$ cat src/common/bp_pkg.sv
package bp_pkg;

    // one fetch address, full xlen
    typedef logic [63:0] pc_t;

    // major opcode field, instr[6:0]
    // only branch is decoded by the predictor, the rest label test instructions
    typedef enum logic [6:0] {
        opc_load   = 7'b0000011,
        opc_op_imm = 7'b0010011,
        opc_store  = 7'b0100011,
        opc_op     = 7'b0110011,
        opc_branch = 7'b1100011
    } opcode_e;

    // 2-bit saturating counter
    // msb set means predict taken
    typedef enum logic [1:0] {
        strong_not_taken = 2'b00,
        weak_not_taken   = 2'b01,
        weak_taken       = 2'b10,
        strong_taken     = 2'b11
    } ctr_e;

    // branch held between prediction and resolution
    typedef struct packed {
        pc_t  pc;
        // sign-extended b-type offset
        pc_t  offset;
        logic predicted_taken;
    } br_record_t;

    // counter update sent to the pattern table
    typedef struct packed {
        logic valid;
        pc_t  pc;
        logic taken;
    } train_t;

endpackage

$ cat src/branch_predictor/branch_predictor.sv
`timescale 1ns/10ps

module branch_predictor #(
    parameter int index_bits = 6
) (
    input  logic        clk,
    input  logic        rst,
    input  logic        stall,
    input  bp_pkg::pc_t if_pc,
    input  logic [31:0] if_instr,
    input  logic        id_branch_taken,
    input  bp_pkg::pc_t next_unpredicted_pc,
    output bp_pkg::pc_t next_pc,
    output logic        branch_prediction_failed,
    // second branch arrived while the first is resolving
    output logic        branch_consecutive_stall
);
    import bp_pkg::*;

    opcode_e    opcode;
    logic       is_branch;
    pc_t        b_imm;

    ctr_e       lookup_ctr;
    logic       predict_taken;

    // set for the cycle after a branch was fetched
    logic       in_flight_q;
    br_record_t record_q;

    logic       branch_fetch;
    logic       resolving;
    pc_t        recovery_pc;
    train_t     train_req;

    // decode
    assign opcode    = opcode_e'(if_instr[6:0]);
    assign is_branch = (opcode == opc_branch);

    // b-type immediate, bit 0 is always zero
    assign b_imm = {{51{if_instr[31]}}, if_instr[31], if_instr[7],
                    if_instr[30:25], if_instr[11:8], 1'b0};

    pattern_table #(
        .index_bits(index_bits)
    ) pattern_table_i (
        .clk       (clk),
        .rst       (rst),
        .lookup_pc (if_pc),
        .lookup_ctr(lookup_ctr),
        .train     (train_req)
    );

    assign predict_taken = (lookup_ctr == weak_taken) || (lookup_ctr == strong_taken);

    // only predicted when nothing is pending, otherwise it is squashed or stalled
    assign branch_fetch = is_branch && !in_flight_q;

    // an in-flight branch resolves in the first unstalled cycle
    assign resolving = in_flight_q && !stall;

    assign branch_prediction_failed = resolving &&
                                      (record_q.predicted_taken != id_branch_taken);

    // hold the second branch one cycle when the first was right
    assign branch_consecutive_stall = resolving && !branch_prediction_failed && is_branch;

    // correct path of the resolved branch
    assign recovery_pc = id_branch_taken ? record_q.pc + record_q.offset
                                         : record_q.pc + 64'd4;

    always_comb begin
        if (branch_prediction_failed) begin
            next_pc = recovery_pc;
        end else if (branch_consecutive_stall) begin
            next_pc = if_pc;
        end else if (branch_fetch && predict_taken) begin
            next_pc = if_pc + b_imm;
        end else begin
            next_pc = next_unpredicted_pc;
        end
    end

    // train with the resolved direction
    assign train_req.valid = resolving;
    assign train_req.pc    = record_q.pc;
    assign train_req.taken = id_branch_taken;

    always_ff @(posedge clk) begin
        if (rst) begin
            in_flight_q <= 1'b0;
        end else if (!stall) begin
            // resolution always clears, a new branch is only taken when clear
            in_flight_q <= branch_fetch;
        end
    end

    always_ff @(posedge clk) begin
        if (branch_fetch && !stall) begin
            record_q <= '{pc: if_pc, offset: b_imm, predicted_taken: predict_taken};
        end
    end

endmodule

$ cat src/branch_predictor/pattern_table.sv
`timescale 1ns/10ps

module pattern_table #(
    parameter int index_bits = 6
) (
    input  logic           clk,
    input  logic           rst,
    input  bp_pkg::pc_t    lookup_pc,
    output bp_pkg::ctr_e   lookup_ctr,
    input  bp_pkg::train_t train
);
    import bp_pkg::*;

    localparam int entries = 1 << index_bits;

    ctr_e table_q [entries];

    // word-aligned pc, so bits 1:0 are dropped from the index
    logic [index_bits-1:0] lookup_idx;
    logic [index_bits-1:0] train_idx;

    ctr_e train_ctr;
    ctr_e train_ctr_next;

    assign lookup_idx = lookup_pc[index_bits+1:2];
    assign train_idx  = train.pc[index_bits+1:2];

    // read is combinational, prediction is made in the fetch cycle
    assign lookup_ctr = table_q[lookup_idx];

    // one step toward the resolved direction, holding at the strong states
    always_comb begin
        train_ctr = table_q[train_idx];
        unique case (train_ctr)
            strong_not_taken: train_ctr_next = train.taken ? weak_not_taken : strong_not_taken;
            weak_not_taken:   train_ctr_next = train.taken ? weak_taken : strong_not_taken;
            weak_taken:       train_ctr_next = train.taken ? strong_taken : weak_not_taken;
            strong_taken:     train_ctr_next = train.taken ? strong_taken : weak_taken;
        endcase
    end

    always_ff @(posedge clk) begin
        if (rst) begin
            // all entries start weakly not taken
            for (int i = 0; i < entries; i++) begin
                table_q[i] <= weak_not_taken;
            end
        end else if (train.valid) begin
            table_q[train_idx] <= train_ctr_next;
        end
    end

endmodule

$ cat src/source/fetch_frontend.sv
`timescale 1ns/10ps

module fetch_frontend #(
    parameter int          index_bits   = 6,
    parameter bp_pkg::pc_t reset_vector = 64'h0000_0000_8000_0000
) (
    input  logic        clk,
    input  logic        rst,
    input  logic        stall,
    // word fetched at if_pc
    input  logic [31:0] if_instr,
    // outcome of the branch one cycle behind fetch
    input  logic        id_branch_taken,
    output bp_pkg::pc_t if_pc,
    output logic        branch_prediction_failed,
    output logic        branch_consecutive_stall
);
    import bp_pkg::*;

    pc_t next_pc;
    pc_t next_unpredicted_pc;

    // sequential fetch address
    assign next_unpredicted_pc = if_pc + 64'd4;

    // fetch pc register
    always_ff @(posedge clk) begin
        if (rst) begin
            if_pc <= reset_vector;
        end else if (!stall) begin
            if_pc <= next_pc;
        end
    end

    // prediction, recovery and branch hazard handling
    branch_predictor #(
        .index_bits(index_bits)
    ) branch_predictor_i (
        .clk                     (clk),
        .rst                     (rst),
        .stall                   (stall),
        .if_pc                   (if_pc),
        .if_instr                (if_instr),
        .id_branch_taken         (id_branch_taken),
        .next_unpredicted_pc     (next_unpredicted_pc),
        .next_pc                 (next_pc),
        .branch_prediction_failed(branch_prediction_failed),
        .branch_consecutive_stall(branch_consecutive_stall)
    );

endmodule
$ cat config.mk
export PLATFORM = sky130hd
export DESIGN_NAME = fetch_frontend
export DESIGN_NICKNAME = d
export VERILOG_FILES = /design/src/common/bp_pkg.sv /design/src/branch_predictor/branch_predictor.sv /design/src/branch_predictor/pattern_table.sv /design/src/source/fetch_frontend.sv
export SDC_FILE = /design/constraint.sdc
export NUM_CORES = 1
export LEC_CHECK = 0
export ABC_AREA = 1
export BUFFER_PORTS_ARGS = -buffer_cell sky130_fd_sc_hd__buf_2
export CORE_ASPECT_RATIO = 1.25
export CORE_MARGIN = 8
export CORE_UTILIZATION = 25
export DETAILED_ROUTE_END_ITERATION = 8
export GPL_ROUTABILITY_DRIVEN = 1
export PLACE_DENSITY = 0.5
export SYNTH_ARGS = -nofsm -noshare
export SYNTH_HDL_FRONTEND = slang
export SYNTH_HIERARCHICAL = 1
export SYNTH_SLANG_ARGS = --single-unit
$ cat constraint.sdc
create_clock -name clk -period 6 [get_ports clk]
set_input_delay 1.2 -clock clk [delete_from_list [all_inputs] [get_ports clk]]
set_output_delay 1.2 -clock clk [all_outputs]
set_load 0.01 [all_outputs]
==> metrics.cfg <==
[status]
status = finished clean

[floorplanning]
die_w_microns = 325.9
start_util_pct = 25.13
die-height_microns = 403.3
die_area_sq_um = 131400
fp-row-count = 142
core_sq_um = 119400
ios = 102

[worst_hold_path]
hold_path.class = flop to flop
hold_path_startpoint = branch_predictor_i/in_flight_q
hold_path_end = branch_predictor_i/in_flight_q
min_delay_path_depth = 2

[route]
drtIter0Drc = 2466
vias = 32260
drt_wl_total_microns = 128800
drc = 0
drt_pass1_iterations = 6
routed_via_density = 4.712
wl_per_cell_microns = 18.81
postRouteAntennaNets = 0

[clocking]
clockBufferDepth = 3
cts_tree = yes
cts_sinks = 270
post_cts_buffers = 0
clkLatencyLatePin_ns = 0.61
cts_resized = 0
root_buffer = clkbuf_16
cts_buffers = 29
hold_buffers = 0
cts_htree_levels = 1
clkTransAtPathRegs_ns = 0.07

[worst_setup_path]
reg2reg_depth = 16
crit_fanout = 32
end_kind = flop
r2r_slack_ns = 1.96
path_class = flop to flop
arrival_ns = 4.58
r2r_start = if_pc[3]
critPathLaunchType = flop
critPathRequiredTime_ns = 6.54
reg2reg_to = if_pc[12]

[placement]
gp_congestion = 0.9446
dp_hpwl_microns = 103000
portBuffers = 88
dp.cells = 6788
placed_cell_area_sq_um = 32040

[global_route]
antenna_found_initial = 10
overflow = 0
grt_util_all_layers_pct = 18.67
grt_pass1_vias = 30840
grt_pass1_wl_microns = 188200
grt_max_degree = 86

[logic_synthesis]
syn_area_per_cell_sq_um = 5.750
netlist_instances = 5218
yosysWarningCount = 6
synth_nets = 5382
netlist_area_sq_um = 30000

[layout]
final_nets = 5399
stdcell_count = 6846
most-common-layout-cells = 2039 x nand2_1, 833 x inv_1, 632 x nor2_1, 248 x nand3_1, 235 x a21oi_1
drive_above_1_share_pct = 5.439
syn_to_final_growth_pct = 10.30
layout_commonest_cell = nand2_1
design_area_sq_um = 33090

[pwr]
clockPowerShare_pct = 39.7
p_switching_uw = 1628
ir_worst_vdd_v = 0.0002331
power.leakage_uw = 0.01610
p_seq_share_pct = 42.0
combPwrFrac_pct = 18.3
power_uw = 5151
power_density_nw_per_um2 = 155.6
p_int_uw = 3523
switching_share_pct = 31.60

[timing]
tns_ns = 0
maxSlewViolCount = 0
setup_viol = 0
fmax_ghz = 0.2475
finalCritPeriodShare_pct = 67.33
max_slew_margin_pct = 28.27
worst_pin_slew_ns = 1.074
hold_viol = 0
period_minus_slack_ns = 4.040
whs_ns = 0.4564
rsz0062_at_grt = no
skew_ns = 0.01813

[run]
maxCapViolCount = 0

==> state kept, by name, summed over array words and instances, names as in the netlist <==
name,count
branch_predictor_i/pattern_table_i/table_q,128
branch_predictor_i/record_q,77
if_pc,64
branch_predictor_i/in_flight_q,1
==> worst max-delay path, cell delays in order, from the launching register on <==
cell and delay (ns):
dfxtp_1 0.71, buf_4 0.41, o21ai_0 0.15, o211ai_1 0.18
o211ai_1 0.18, nand3_1 0.20, nand3_1 0.09, nand2_1 0.14
nand3_2 0.11, inv_2 0.57, buf_4 0.40, o21ai_0 0.11
o21ai_0 0.32, a21oi_1 0.11, inv_1 0.07, o21ai_0 0.06
nor2_1 0.11
==> power by group through the flow <==
stage / clock network [uW] / logic (uW) / registers (uW)
6_report: 2050 / 943 / 2160
2_1_floorplan: 0 / 640 / 2160
3_3_place_gp: 0 / 936 / 2200
4_1_cts: 2070 / 942 / 2160
3_5_place_dp: 0 / 938 / 2200
5_1_grt: 2130 / 1060 / 2170
==> through the flow <==
stage | utilization (%) | setup WS, ns
6_report | 27.72 | 1.960
5_1_grt | 27.72 | 1.675
4_1_cts | 27.71 | 1.978
3_5_place_dp | 26.83 | 1.683
3_3_place_gp | 26.83 | 1.725
2_1_floorplan | - | 0.5654
==> area by class of cell <==
| cell class | count | area [sq um] |
|---|---|---|
| fillers | 13650 | 86300 |
| well taps | 1584 | 1982 |
| inverters | 848 | 3183 |
| repair buffers | 125 | 745.7 |
| multi-input cells | 3961 | 18670 |
| clock buffers | 35 | 758.2 |
| diodes | 4 | 10.01 |
| clock inverters | 19 | 289.0 |
| flip-flops and latches | 270 | 7458 |
==> per-layer routing <==
metal	vias to the layer above	track usage [%]	part of all wire, %
li1	16320	-	-
met1	14730	23.23	43
met2	946	32.21	47
met3	262	1.486	4.5
met4	2	9.554	5.7
met5	-	0	0.0054
==> worst max path at each step <==
stage                            start                             end  cells past startpoint
after floorplan            if_instr[3]  branch_predictor_i/record_q[0]                      4
after global placement    if_instr[31]                       if_pc[56]                     17
after detailed placement  if_instr[31]                       if_pc[62]                     19
after CTS                     if_pc[3]                       if_pc[12]                     16
after global routing          if_pc[2]                        if_pc[8]                     17
final                         if_pc[3]                       if_pc[12]                     16
No activity file was read; power rests on OpenSTA's default activity.
